File: src/quplsDecodePkg.sv
// Shared types, opcodes and helper functions for the operand decode stage
// Register 31 always names the stack pointer of the current operating mode
// Only the opcodes that change operand selection are listed here
// Every other opcode decodes as a plain three-source instruction

package quplsDecodePkg;

// ========================================
// Register and mode types
// ========================================

// Values 0 to 31 are general registers and 32 to 35 the per-mode stack pointers
typedef logic [8:0] aregno_t;

typedef enum logic [1:0]
{
	OM_USER       = 2'd0,
	OM_SUPERVISOR = 2'd1,
	OM_HYPERVISOR = 2'd2,
	OM_MACHINE    = 2'd3
} operating_mode_t;

// Register field inside the instruction word, negate flag on top
typedef struct packed
{
	logic n;
	logic [4:0] num;
} regField_t;

// Fixed 32-bit layout, the opcode sits in the low bits
typedef struct packed
{
	logic immc;
	regField_t Rc;
	regField_t Rb;
	regField_t Ra;
	regField_t Rt;
	logic [6:0] opcode;
} instr_t;

// ========================================
// Opcodes and register constants
// ========================================

localparam logic [6:0] OP_R2    = 7'h02;
localparam logic [6:0] OP_ADDI  = 7'h04;
localparam logic [6:0] OP_SHIFT = 7'h10;
localparam logic [6:0] OP_ADDSI = 7'h14;
localparam logic [6:0] OP_ANDSI = 7'h15;
localparam logic [6:0] OP_ORSI  = 7'h16;
localparam logic [6:0] OP_EORSI = 7'h17;
localparam logic [6:0] OP_LDx   = 7'h48;
localparam logic [6:0] OP_STx   = 7'h50;
localparam logic [6:0] OP_FSTx  = 7'h51;

// Register number that is redirected to the mode's stack pointer
localparam logic [4:0] SP_REG  = 5'd31;
localparam aregno_t    SP_BASE = 9'd32;

// One decoded operand, zero is set when num is register 0
typedef struct packed
{
	aregno_t num;
	logic zero;
	logic neg;
} regOperand_t;

typedef struct packed
{
	logic valid;
	regOperand_t Ra;
	regOperand_t Rb;
	regOperand_t Rc;
	regOperand_t Rt;
	logic hasImmb;
	logic hasImmc;
} decodeOut_t;

// ========================================
// Decode helpers
// ========================================

function automatic logic fnIsStore(logic [6:0] opcode);
	case (opcode)
	OP_STx, OP_FSTx: return 1'b1;
	default: return 1'b0;
	endcase
endfunction

// Short-immediate group, Rt doubles as the accumulate source
function automatic logic fnIsSiGroup(logic [6:0] opcode);
	case (opcode)
	OP_ADDSI, OP_ANDSI, OP_ORSI, OP_EORSI: return 1'b1;
	default: return 1'b0;
	endcase
endfunction

function automatic logic fnImmb(logic [6:0] opcode);
	return (opcode == OP_ADDI) || fnIsSiGroup(opcode);
endfunction

// The immc bit only means something for opcodes outside the fixed formats
function automatic logic fnImmc(instr_t ins);
	if (ins.opcode == OP_R2 || ins.opcode == OP_SHIFT)
		return 1'b0;
	if (fnIsStore(ins.opcode) || fnIsSiGroup(ins.opcode))
		return 1'b0;
	return ins.immc;
endfunction

function automatic aregno_t fnMapReg(logic [4:0] num, operating_mode_t om);
	if (num == SP_REG)
		return SP_BASE + aregno_t'(om);
	return aregno_t'(num);
endfunction

// Builds an operand record and derives its zero flag
function automatic regOperand_t fnMakeOperand(aregno_t num, logic neg);
	regOperand_t op;
	op.num = num;
	op.zero = (num == '0);
	op.neg = neg;
	return op;
endfunction

endpackage

File: src/decodeImm.sv
// Flags the Rb and Rc operand slots that hold an immediate
// immPostfix must be valid in the same cycle as instr because it is not registered
// Purely combinational with no clock

`timescale 1ns/10ps

module decodeImm import quplsDecodePkg::*;
(
	input instr_t instr,
	input logic immPostfix,
	output logic hasImmb,
	output logic hasImmc
);

always_comb
begin
	// Rb immediates come only from ADDI and the short-immediate group
	hasImmb = fnImmb(instr.opcode);

	// A postfix always supplies Rc
	// Without one the immc bit decides for opcodes of the default group
	hasImmc = immPostfix | fnImmc(instr);
end

endmodule

File: src/decodeRab.sv
// Decodes the Ra and Rb source operands
// Register 31 becomes the stack pointer of mode om
// An immediate in the Rb slot reads as register 0 with no negate
// Purely combinational

`timescale 1ns/10ps

module decodeRab import quplsDecodePkg::*;
(
	input instr_t instr,
	input operating_mode_t om,
	input logic hasImmb,
	output regOperand_t Ra,
	output regOperand_t Rb
);

// Raw 5-bit selections before the stack-pointer remap
logic [4:0] rbSel;
logic rbNeg;

// ========================================
// Ra operand
// ========================================

// Ra has no immediate form, it always follows its own field
always_comb
begin
	Ra = fnMakeOperand(fnMapReg(instr.Ra.num, om), instr.Ra.n);
end

// ========================================
// Rb operand
// ========================================

always_comb
begin
	if (hasImmb)
	begin
		// The immediate value travels elsewhere, the slot reads as r0
		rbSel = 5'd0;
		rbNeg = 1'b0;
	end
	else
	begin
		rbSel = instr.Rb.num;
		rbNeg = instr.Rb.n;
	end

	// Mapping r0 is harmless, it passes straight through
	Rb = fnMakeOperand(fnMapReg(rbSel, om), rbNeg);
end

endmodule

File: src/decodeRc.sv
// Decodes the Rc source operand
// For the short-immediate group and for stores Rc is read from the Rt field
// An immediate Rc slot reads as register 0 with no negate
// Purely combinational

`timescale 1ns/10ps

module decodeRc import quplsDecodePkg::*;
(
	input instr_t instr,
	input operating_mode_t om,
	input logic hasImmc,
	output regOperand_t Rc
);

// Field chosen for Rc before the stack-pointer remap
logic [4:0] rcSel;
logic rcNeg;

// ========================================
// Rc selection
// ========================================

always_comb
begin
	// Rules are applied in priority order, the immediate check wins
	if (hasImmc)
	begin
		rcSel = 5'd0;
		rcNeg = 1'b0;
	end
	else if (fnIsSiGroup(instr.opcode) || fnIsStore(instr.opcode))
	begin
		// Accumulate source for the SI group, store data for stores
		rcSel = instr.Rt.num;
		rcNeg = instr.Rt.n;
	end
	else
	begin
		// R2, SHIFT and every remaining opcode use the Rc field as is
		rcSel = instr.Rc.num;
		rcNeg = instr.Rc.n;
	end
end

// ========================================
// Remap and zero flag
// ========================================

// Stack-pointer remap applies after the field choice, so a store of r31
// writes out the mode's stack pointer
always_comb
begin
	Rc = fnMakeOperand(fnMapReg(rcSel, om), rcNeg);
end

endmodule

File: src/decodeRt.sv
// Decodes the Rt destination operand
// Stores have no destination, their Rt field is consumed by decodeRc
// Purely combinational

`timescale 1ns/10ps

module decodeRt import quplsDecodePkg::*;
(
	input instr_t instr,
	input operating_mode_t om,
	output regOperand_t Rt
);

// Destination field before the stack-pointer remap
logic [4:0] rtSel;
logic rtNeg;

always_comb
begin
	if (fnIsStore(instr.opcode))
	begin
		// Writing r0 is discarded downstream, so this kills the write
		rtSel = 5'd0;
		rtNeg = 1'b0;
	end
	else
	begin
		rtSel = instr.Rt.num;
		rtNeg = instr.Rt.n;
	end

	// A write to r31 updates the stack pointer of the current mode
	Rt = fnMakeOperand(fnMapReg(rtSel, om), rtNeg);
end

endmodule

File: src/decodeStage.sv
// Register-operand decode stage, one instruction per cycle
// result follows an inValid strobe by exactly one clock, no stall path
// Fields other than valid are don't-care while result.valid is low
// om and immPostfix must be stable alongside instr

`timescale 1ns/10ps

module decodeStage import quplsDecodePkg::*;
(
	input logic clk,
	input logic rstN,
	input logic inValid,
	input instr_t instr,
	input operating_mode_t om,
	input logic immPostfix,
	output decodeOut_t result
);

logic hasImmb;
logic hasImmc;
regOperand_t raOp;
regOperand_t rbOp;
regOperand_t rcOp;
regOperand_t rtOp;
decodeOut_t nextRec;

// ========================================
// Combinational decoders
// ========================================

decodeImm uImm
(
	.instr(instr),
	.immPostfix(immPostfix),
	.hasImmb(hasImmb),
	.hasImmc(hasImmc)
);

decodeRab uRab
(
	.instr(instr),
	.om(om),
	.hasImmb(hasImmb),
	.Ra(raOp),
	.Rb(rbOp)
);

decodeRc uRc
(
	.instr(instr),
	.om(om),
	.hasImmc(hasImmc),
	.Rc(rcOp)
);

decodeRt uRt
(
	.instr(instr),
	.om(om),
	.Rt(rtOp)
);

// ========================================
// Output register
// ========================================

// The record is loaded every cycle, valid alone says whether it counts
always_comb
begin
	nextRec.valid = inValid;
	nextRec.Ra = raOp;
	nextRec.Rb = rbOp;
	nextRec.Rc = rcOp;
	nextRec.Rt = rtOp;
	nextRec.hasImmb = hasImmb;
	nextRec.hasImmc = hasImmc;
end

always_ff @(posedge clk or negedge rstN)
begin
	if (!rstN)
		result <= '0;
	else
		result <= nextRec;
end

// ========================================
// Checks on the registered record
// ========================================

function automatic logic zeroOk(regOperand_t op);
	return !op.zero || (op.num == '0);
endfunction

// Highest legal number is the machine-mode stack pointer
function automatic logic rangeOk(regOperand_t op);
	return op.num <= (SP_BASE + 9'd3);
endfunction

// First edge after reset release still shows the cleared record
validAfterReset: assert property (@(posedge clk) $rose(rstN) |-> !result.valid)
	else $error("decodeStage: valid high right after reset release");

zeroConsistent: assert property (@(posedge clk) disable iff (!rstN)
	result.valid |-> (zeroOk(result.Ra) && zeroOk(result.Rb)
		&& zeroOk(result.Rc) && zeroOk(result.Rt)))
	else $error("decodeStage: zero flag set on a nonzero register");

numberInRange: assert property (@(posedge clk) disable iff (!rstN)
	result.valid |-> (rangeOk(result.Ra) && rangeOk(result.Rb)
		&& rangeOk(result.Rc) && rangeOk(result.Rt)))
	else $error("decodeStage: operand number beyond the stack pointers");

endmodule

File: config.mk
export PLATFORM = sky130hd
export DESIGN_NAME = decodeStage
export DESIGN_NICKNAME = d
export VERILOG_FILES = /design/src/quplsDecodePkg.sv /design/src/decodeImm.sv /design/src/decodeRab.sv /design/src/decodeRc.sv /design/src/decodeRt.sv /design/src/decodeStage.sv
export SDC_FILE = /design/constraint.sdc
export NUM_CORES = 1
export LEC_CHECK = 0
export ABC_AREA = 1
export BUFFER_PORTS_ARGS = -buffer_cell sky130_fd_sc_hd__buf_4
export CELL_PAD_IN_SITES_DETAIL_PLACEMENT = 2
export CELL_PAD_IN_SITES_GLOBAL_PLACEMENT = 2
export CORE_ASPECT_RATIO = 1.75
export CORE_MARGIN = 1
export CORE_UTILIZATION = 24
export CTS_CLUSTER_DIAMETER = 50
export DETAILED_ROUTE_END_ITERATION = 7
export PLACE_DENSITY = 0.83
export SYNTH_ARGS = -nofsm -noshare
export SYNTH_HDL_FRONTEND = slang
export SYNTH_SLANG_ARGS = --single-unit
File: constraint.sdc
create_clock -name clk -period 0.8 [get_ports clk]
set_clock_uncertainty 0.1 [all_clocks]
set_input_delay 0.2 -clock clk [delete_from_list [all_inputs] [get_ports clk]]
set_output_delay 0.2 -clock clk [all_outputs]
set_load 0.05 [all_outputs]
==> summary.txt, run 1 <==
Worst setup path
  – Critical path fanouts, max: 6
  – Worst EP arrival: approximately 1.7 ns
  – Worst path cell trace: buf_8 > nor2_4 > nand3_4 > nand2_8 > nand2_2 > nand2_4 > inv_1 > nor2_4 > nand3_4 > a21oi_4 > nand2_2 > nor2_2
  – Crit Path Class: in -> reg
  – CP required: between 0.9 and 1 ns
  – Critical Path End Type: flop
  – Slowest CP cell: a21oi_4
  – Worst stage delay on the critical path: 0.17 ns
  – Crit start category: input pin

CTS
  – # clock sinks: 35
  – Clock transition at path regs: ~0.080 ns
  – H-tree Lvls: 2
  – CTS Buf Count: 5
  – Clock root cell: clkbuf_8
  – CTS max path bufs: 2
  – CTS tree: built

Die
  – IO Pins: 85
  – Die footprint: 6930 um^2
  – Starting Density: roughly a quarter
  – Core Rows: 38
  – Core Area: 6280 um^2
  – Die X: 63.3 um
  – Die height: 109 um

Synth
  – Synth top area cells: dfrtp_1 (55%), nand2_1 (6.9%), inv_1 (6.7%)
  – Flops & latches, synth: 35
  – Post-synthesis compound-gate area fraction: 5.23%
  – Synth Area in Simple Gates: between 20 and 30%
  – Mean Syn Cell Area: 9.13 um^2
  – Distinct cells, synth: 26
  – Adder-cell share of the synthesized area: 0%
  – Sequential area share after synthesis: 55.4%
  – Yosys top cell by area: dfrtp_1
  – Main combinational cell family by area after synthesis: simple AND/OR/NAND/NOR gates
  – XOR/XNOR Fraction of Synth Area: 0.554%
  – Share of the synthesized area in the top cell type: 55.4%
  – Post-synthesis mux area share: 0%
  – Warnings, synthesis: 0
  – Post-synthesis cell area: 1580 um^2
  – Mapped Cells: ~170

Layout
  – Area delta synth->final: 121%
  – Final instance area: between 3000 and 4000 um^2
  – Layout cell share with drive strength beyond 1: 82.7%
  – # nets final: 343
  – Max reg flops: 35
  – Biggest regs: result x35
  – # diodes: 0
  – Most frequent cells in the layout: buf_4 (60), buf_6 (56), dfrtp_2 (34), nand2_4 (15), inv_1 (13)
  – Register with the most flip-flops: result
  – Commonest non-fill, non-tap cell in the layout: buf_4

GRT
  – GR Overflow Total: 0
  – Antenna violations before repair: 0
  – Largest net degree at the start of global routing: 28
  – Vias in the first global route: 2056
  – Total GRT Usage: about a quarter
  – Global-route wire length before repair: 11.8 mm

STA
  – Final setup violation count: 67
  – Period utilization: 193%
  – Hold_ws: 0.0236 ns
  – Minimum clock period: 1.54 ns
  – RSZ-0062 raised after global routing: yes
  – Final hold vios: 0
  – Slew Limit Fails: 0
  – Fin worst setup slack: -0.741 ns
  – TNS Setup: -24.20 ns
  – Highest clock rate: 0.649 GHz

Drt
  – Vias: 1759
  – Pre-Repair DR Iteration Count: 4
  – Met1 Routed Length: 3.04 mm
  – Remaining antenna violation count: 0
  – DRT iter0 DRCs: 66
  – Final WL: 9.25 mm
  – DR WL/cell: 24.0 um
  – Top sig layer: met4
  – Via density: 4.56
  – WL met3: 421 um
  – Number of remaining DRC errors: 0
  – Routed wire length on met2: 5.35 mm

Power
  – Peak VDD IR: around 0.0011 V
  – Overall Power: just under 5 mW
  – Leakage Power: 1.67 nW
  – P per Cell Area: 1410 nW/um^2

Placed design
  – GPL Wtd Cong: ~0.8
  – HPWL after DPL: 4.26 mm
  – DP Worst Slack: -0.902 ns
  – Post-DP Area: 2570 um^2
  – I/O Buffers: 72

Flow run
  – Number of max-cap violations: 0

Min path
  – Worst hold stages: 3
  – Hold Path End: result[2]
  – Worst Hold Launch: instr[12]
  – Worst hold path class: in -> reg

Status
  – Failing checks: negative setup slack
  – Status: finished with violations
-- power breakdown --
part	total, mW	internal (mW)	switching (mW)	leakage [nW]
clock	1.35	0.612	0.734	0.0422
sequential	1.93	1.87	0.0595	0.395
combinational	1.67	0.637	1.03	1.24
total	4.94	3.12	1.82	1.67
-- Yosys cell counts, drive strengths merged --
library cell	instances
nand3	22
o31ai	1
buf	13
nand3b	1
nor4	2
o21a	1
o21bai	1
inv	31
o211ai	2
nor2	20
dfrtp	35
nor3	1
and3	1
o21ai	1
conb	1
xnor2	1
nand4	1
a21oi	7
or2	1
nand2	30
-- logic make-up (layout without fill, tap and decap cells) --
family | Yosys count | count (layout)
buffers and inverters | 44 | 166
other | 1 | 12
AND/OR/NAND/NOR | 79 | 79
XOR/XNOR | 1 | 1
flip-flops | 35 | 35
AO/OA/AOI/OAI | 13 | 13
-- how the worst max path moves through the flow --
stage,startpoint,endpoint,slack [ns],depth (start not counted)
global route,instr[3],result[14],-0.80,12
global placement,instr[6],result[14],-0.91,10
finish,instr[3],result[14],-0.74,12
CTS,instr[5],result[14],-0.52,11
detailed placement,instr[6],result[14],-0.90,10
floorplan,instr[6],result[14],-0.57,11
-- repair_timing --
| item | in CTS | in global routing |
|---|---|---|
| resized for setup | 89 | 81 |
| hold buffers | 3 | 0 |
| setup buffers | 10 | 14 |
| pin swaps | 22 | 30 |
| setup endpoints to repair | 67 | 68 |
| hold endpoints to repair | 37 | 0 |
-- final cells by class --
class / count / area, um^2
Clock buffer: 7 / 76.3
Clock inverter: 1 / 5.00
Fill cell: 633 / 2780
Inverter: 31 / 144
Multi-Input combinational cell: 105 / 1010
Sequential cell: 35 / 918
Tap cell: 80 / 100
Timing Repair Buffer: 127 / 1240
-- through the flow --
stage                     std cells  utilization (%)
final                           386             55.7
after global routing            386             55.7
after CTS                       376             49.6
after detailed placement        355             40.9
after global placement          355             40.9
after floorplan                 184                -
-- worst max-delay path: cells and delay by family --
family          cells  cell delay, ns
compound gates      1            0.17
buf+inv             2            0.18
simple gates        9            1.08
-- routing by layer --
layer | vias up | GRT usage, %
li1 | 777 | -
met1 | 871 | 22.3
met2 | 83 | 46.1
met3 | 28 | 4.46
met4 | 0 | 13.8
met5 | - | 0
No activity file was read; power rests on OpenSTA's default activity.
==> inputs of run 2 (changes only) <==
--- a/config.mk
+++ b/config.mk
@@ -15,6 +15,8 @@
 export CTS_CLUSTER_DIAMETER = 50
 export DETAILED_ROUTE_END_ITERATION = 7
 export PLACE_DENSITY = 0.83
+export SETUP_SLACK_MARGIN = 0.2
 export SYNTH_ARGS = -nofsm -noshare
 export SYNTH_HDL_FRONTEND = slang
 export SYNTH_SLANG_ARGS = --single-unit
+export TNS_END_PERCENT = 30
==> run 2 against run 1 <==
Effect of this change: the run ends with negative hold slack, negative setup slack left; critical path depth rose by 1; worst setup slack improved by 0.049 ns; first-iteration DRC count is 18% lower; global-route usage down 4.3 points; sequential share of layout area rose by 1.9 points; critical path type unchanged; largest cell class unchanged.
==> summary.txt, run 2 (synthesis gave the netlist of run 1 again) <==
CTS
  – Clock root cell: clkbuf_8
  – Clock transition at path regs: 0.07 ns
  – CTS tree: built
  – CTS max path bufs: 2
  – # clock sinks: 35
  – CTS Buf Count: 5
  – H-tree Lvls: 2

Drt
  – Pre-Repair DR Iteration Count: 4
  – Vias: 1673
  – Via density: about 4.5
  – Number of remaining DRC errors: 0
  – DRT iter0 DRCs: between 50 and 60
  – Final WL: about 7.4 mm
  – DR WL/cell: between 15 and 20 um
  – Remaining antenna violation count: 0

Min path
  – Worst hold path class: in -> async

Die
  – Core Area: between 6000 and 7000 um^2
  – Die height: 109 um
  – Core Rows: 38
  – Starting Density: 25.2%
  – IO Pins: 85
  – Die footprint: 6930 um^2
  – Die X: 63.3 um

Status
  – Failing checks: negative hold slack, negative setup slack
  – Status: finished with violations

Layout
  – Max reg flops: 35
  – Non-Filler Instances: roughly 380
  – Biggest regs: result x35
  – Most frequent cells in the layout: buf_4 (65), buf_6 (46), dfrtp_1 (35), inv_1 (17)
  – Layout Utilization: between 40% and 50%
  – Register with the most flip-flops: result
  – Commonest non-fill, non-tap cell in the layout: buf_4
  – # diodes: 0
  – Layout cell share with drive strength beyond 1: approximately 64%
  – # nets final: 333
  – Area delta synth->final: 96.8%

GRT
  – Antenna violations before repair: 0
  – Largest net degree at the start of global routing: 14
  – Vias in the first global route: 1877
  – Total GRT Usage: 19.3%
  – Global-route wire length before repair: 9.72 mm
  – GR Overflow Total: 0

Worst setup path
  – Crit path from: instr[4]
  – Crit Path Class: in -> reg
  – CP required: 0.92 ns
  – Slowest CP cell: nor2_1
  – Top Family by Delay on Critical Path: simple AND/OR/NAND/NOR gates
  – WP depth: 13
  – Worst path cell trace: buf_12 > nand2_4 > inv_4 > nand3_4 > buf_4 > nand3_1 > nand2_1 > nand3_2 > inv_2 > nand3_4 > nand3_1 > nand2_1 > nor2_1
  – Worst stage delay on the critical path: 0.16 ns
  – Worst EP arrival: approximately 1.6 ns
  – Critical path fanouts, max: 6
  – Worst Path Buf+Inv: 4
  – Crit start category: input pin
  – Critical Path End Type: flop

STA
  – Hold_ws: -0.365 ns
  – Final setup violation count: 67
  – Minimum clock period: 1.49 ns
  – Slew Limit Fails: 0
  – Final hold vios: 37
  – Period utilization: 187%
  – RSZ-0062 raised after global routing: yes
  – Highest clock rate: 0.670 GHz
  – Fin worst setup slack: -0.692 ns

Placed design
  – I/O Buffers: 72
  – GPL Wtd Cong: ~0.83
  – Cells after DPL: 356
  – HPWL after DPL: 4.29 mm

Flow run
  – Number of max-cap violations: 0

Power
  – Peak VDD IR: 0.000581 V
  – Leakage Power: about 1.6 nW
  – Overall Power: 4.72 mW
  – P per Cell Area: between 1500 and 2000 nW/um^2
==> run 2: changes by cell type in the layout (fill, tap and decap cells not counted), moves of 4 or more <==
cell,before,now
inv_2,12,7
nand2_1,2,13
buf_6,56,46
dfrtp_1,1,35
inv_1,13,17
nand2_4,15,3
dfrtp_2,34,0
buf_4,60,65
nand3_4,7,3
nand3_1,7,11
==> run 2: metal layers <==
metal  routed length (um)  GRT usage (%)  share of wire [%]  vias to the layer above
met5                    0              0                  0                        -
met4                  264           10.2                3.6                        0
met3                  280           3.42                3.8                       17
met2                 4390           40.5                 59                       73
met1                 2480           16.5                 33                      823
li1                     -              -                  -                      760
==> run 2: cell type report <==
class	instances	area (um^2)
sequential	35	876
clock buffer	6	82.6
tap	80	100
timing repair buffer	117	1110
clock inverter	1	5.00
multi-input combinational	105	793
inverter	31	146
fill	666	3170
==> run 2: power by group <==
part           leakage [nW]  switching (mW)  internal [mW]
Sequential            0.437          0.0510           1.86
Clock                0.0470           0.675          0.676
Combinational          1.11           0.911          0.552
Total                  1.59            1.64           3.09
==> run 2: stage by stage <==
stage / TNS (ns) / setup WS (ns) / instance area, um^2
4_1_cts: -20.00 / -0.569 / 2940
5_1_grt: -24.23 / -0.730 / 3110
3_3_place_gp: -18.87 / -0.860 / 2520
2_1_floorplan: -11.87 / -0.567 / 1720
6_report: -22.10 / -0.692 / 3110
3_5_place_dp: -20.53 / -0.955 / 2520
==> run 2: worst max-delay path by stage <==
stage	to	slack (ns)
2_1_floorplan	result[14]	-0.57
3_3_place_gp	result[14]	-0.86
3_5_place_dp	result[14]	-0.96
4_1_cts	result[14]	-0.57
5_1_grt	result[14]	-0.73
6_report	result[14]	-0.69
==> run 2: repair_timing <==
| item | 4_1_cts | 5_1_grt |
|---|---|---|
| setup buffers | 7 | 5 |
| endpoints found under the setup margin | 68 | 68 |
| pin swaps | 25 | 16 |
| endpoints found under the hold margin | 37 | 37 |
| gates resized for setup | 75 | 35 |
==> inputs of run 3 (changes only) <==
--- a/config.mk
+++ b/config.mk
@@ -5,16 +5,15 @@
 export SDC_FILE = /design/constraint.sdc
 export NUM_CORES = 1
 export LEC_CHECK = 0
-export ABC_AREA = 1
 export BUFFER_PORTS_ARGS = -buffer_cell sky130_fd_sc_hd__buf_4
 export CELL_PAD_IN_SITES_DETAIL_PLACEMENT = 2
 export CELL_PAD_IN_SITES_GLOBAL_PLACEMENT = 2
 export CORE_ASPECT_RATIO = 1.75
 export CORE_MARGIN = 1
-export CORE_UTILIZATION = 24
+export CORE_UTILIZATION = 25
 export CTS_CLUSTER_DIAMETER = 50
 export DETAILED_ROUTE_END_ITERATION = 7
-export PLACE_DENSITY = 0.83
+export PLACE_DENSITY = 0.84
 export SETUP_SLACK_MARGIN = 0.2
 export SYNTH_ARGS = -nofsm -noshare
 export SYNTH_HDL_FRONTEND = slang
==> run 3 against run 2 <==
Effect of this change: the flow still finishes with violations (negative hold slack, negative setup slack); sequential share of layout area increased by 4.0 points; first-iteration DRC count decreased by 76%; clock power increased by 4%; wire length decreased by 23%; global-route usage increased by 1.1 points; power decreased by 4.2%; sequential power about the same; synthesized area decreased by 6.5%; die area decreased by 10%; cell count decreased by 16%.
==> summary.txt, run 3 <==
Status
  – Status: finished with violations
  – Failing checks: negative hold slack, negative setup slack

Synth
  – Share of the synthesized area in the top cell type: between 50% and 60%
  – Prevailing post-synth register cell: dfrtp_1
  – Fraction of registers with async set/reset: 100%
  – Top post-synthesis cells by count: dfrtp_1 (35), buf_4 (12), nor2_1 (12), inv_1 (8), mux2i_1 (8)
  – Flops & latches, synth: 35
  – Warnings, synthesis: 0
  – Post-synthesis cell area: approximately 1500 um^2
  – Mean Syn Cell Area: 11.5 um^2
  – Most numerous cell in the Yosys netlist: dfrtp_1
  – Distinct cells, synth: 29
  – Mapped Cells: 129
  – EDFF count, synth: 0
  – Yosys top cell by area: dfrtp_1
  – Sequential area share after synthesis: 59.3%
  – Synth top area cells: dfrtp_1 (59%), buf_4 (6.1%), mux2i_1 (5.4%)

STA
  – Slew Limit Fails: 0
  – Final hold vios: 37
  – TNS Setup: -17.01 ns
  – Highest clock rate: around 0.80 GHz
  – Final setup violation count: 61
  – Period utilization: 157%
  – Hold_ws: -0.245 ns
  – Fin worst setup slack: -0.452 ns
  – Minimum clock period: 1.25 ns
  – RSZ-0062 raised after global routing: yes

CTS
  – CTS max path bufs: 2
  – CTS tree: built
  – CTS Buf Count: 5
  – Clock root cell: clkbuf_8
  – H-tree Lvls: 2
  – # clock sinks: 35
  – Clock transition at path regs: 0.07 ns

Power
  – Peak VDD IR: 0.000861 V
  – P per Cell Area: 1660 nW/um^2
  – Internal power: 3.05 mW
  – Clock network fraction of total power: 30.8%
  – Sw Pwr: 1.48 mW
  – Reg power frac: 41.9%
  – Leakage Power: 1.40 nW
  – Combinational group share of total power: between 20% and 30%
  – Sw Share: approximately a third

Layout
  – Commonest non-fill, non-tap cell in the layout: buf_4
  – Register with the most flip-flops: result
  – Fillers: 567
  – Most frequent cells in the layout: buf_4 (58), buf_6 (47), dfrtp_1 (35), conb_1 (12)
  – Area delta synth->final: 84.5%
  – Biggest regs: result x35
  – Max reg flops: 35
  – Flip-flop and latch area: 876 um^2
  – Layout cell share with drive strength beyond 1: 59.6%
  – Area of the multi-input gates: 632 um^2
  – # diodes: 0
  – # nets final: 277

Die
  – Die X: 60.1 um
  – Die height: 104 um
  – IO Pins: 85
  – Die footprint: 6230 um^2
  – Core Rows: 36
  – Core Area: 5630 um^2
  – Starting Density: 26.2%

Worst setup path
  – CP required: 0.93 ns
  – Critical path fanouts, max: 5
  – Crit path from: instr[2]
  – Crit Path Class: in -> reg
  – Critical Path End Type: flop
  – Crit start category: input pin
  – Worst EP arrival: about 1.4 ns

GRT
  – Largest net degree at the start of global routing: 36
  – Total GRT Usage: 20.5%
  – Vias in the first global route: 1717
  – Antenna violations before repair: 0
  – GR Overflow Total: 0
  – Global-route wire length before repair: 9.11 mm

Drt
  – Vias: between 1000 and 1500
  – Remaining antenna violation count: 0
  – DRT iter0 DRCs: 13
  – Via density: 4.42
  – Pre-Repair DR Iteration Count: 4
  – DR WL/cell: 18.0 um
  – Final WL: 5.68 mm
  – Number of remaining DRC errors: 0

Placed design
  – DP Worst Slack: -0.862 ns
  – GPL Wtd Cong: a little over 0.7
  – I/O Buffers: 72
  – HPWL after DPL: 4.09 mm

Flow run
  – Number of max-cap violations: 0

Min path
  – Worst hold path class: in -> async
[run 3: cell count changes after synthesis, moves of 6 or more]
cell	previous run	this run
nand3_1	18	2
mux2i_1	0	8
nand2_1	29	4
a21oi_1	7	1
inv_1	28	8
[run 3: repair_timing]
| item | CTS | global route |
|---|---|---|
| setup buffers | 2 | 1 |
| setup endpoints to repair | 67 | 67 |
| pin swaps | 13 | 8 |
| resized for setup | 65 | 12 |
| hold endpoints to repair | 37 | 37 |
[run 3: path summary, 6_finish.rpt]
| path | endpoint | slack, ns | cells after the start |
|---|---|---|---|
| hold / removal | result[46] | -0.25 | 1 |
| min in group clk | result[46] | -0.08 | 1 |
| setup / recovery | result[20] | -0.45 | 7 |
| max in group asynchronous | result[28] | 0.52 | 1 |
[run 3: area by class of cell]
class | count | area share (%)
Timing Repair Buffer | 107 | 36.5
Clock buffer | 6 | 3.03
Clock inverter | 2 | 0.597
Multi-Input combinational cell | 82 | 23.2
Inverter | 8 | 1.10
Sequential cell | 35 | 32.1
Tap cell | 76 | 3.49
[run 3: cell families (layout without fill, tap and decap cells)]
logic type	count (synthesis)	in the layout	synth area share, %
AND/OR/NAND/NOR	48	48	17.6
flip-flops	35	35	59.3
buffers and inverters	23	123	9.91
AO/OA/AOI/OAI	13	13	6.94
multiplexers	8	8	5.42
other	1	12	0.254
XOR/XNOR	1	1	0.593
[run 3: power groups by stage]
stage / combinational [mW] / clock, mW / sequential, mW
after CTS: 1.20 / 1.45 / 1.90
after detailed placement: 1.09 / 0 / 1.92
after global placement: 1.05 / 0 / 1.91
final: 1.23 / 1.40 / 1.90
after global routing: 1.30 / 1.50 / 1.90
after floorplan: 0.307 / 0 / 2.22
[run 3: layer usage]
layer / vias up / GRT usage [%] / wire length [um]
li1: 634 / - / -
met1: 697 / 19.5 / 1840
met2: 53 / 38.5 / 3450
met3: 12 / 4.62 / 237
met4: 0 / 8.97 / 163
met5: - / 0 / 0
[run 3: worst max-delay path, cell delays in order]
cell and delay (ns):
buf_8 0.11, nor2b_4 0.12, o211ai_1 0.24, buf_4 0.19
mux2i_1 0.20, buf_4 0.18, nor2b_4 0.14
[run 3: stage by stage]
step	utilization, %	power, mW	cell area (um^2)	instances
global route	48.4	4.70	2730	316
detailed placement	41.2	3.00	2320	305
floorplan	-	2.53	1570	140
global placement	41.2	2.96	2320	305
CTS	47.5	4.55	2680	315
finish	48.4	4.52	2730	316
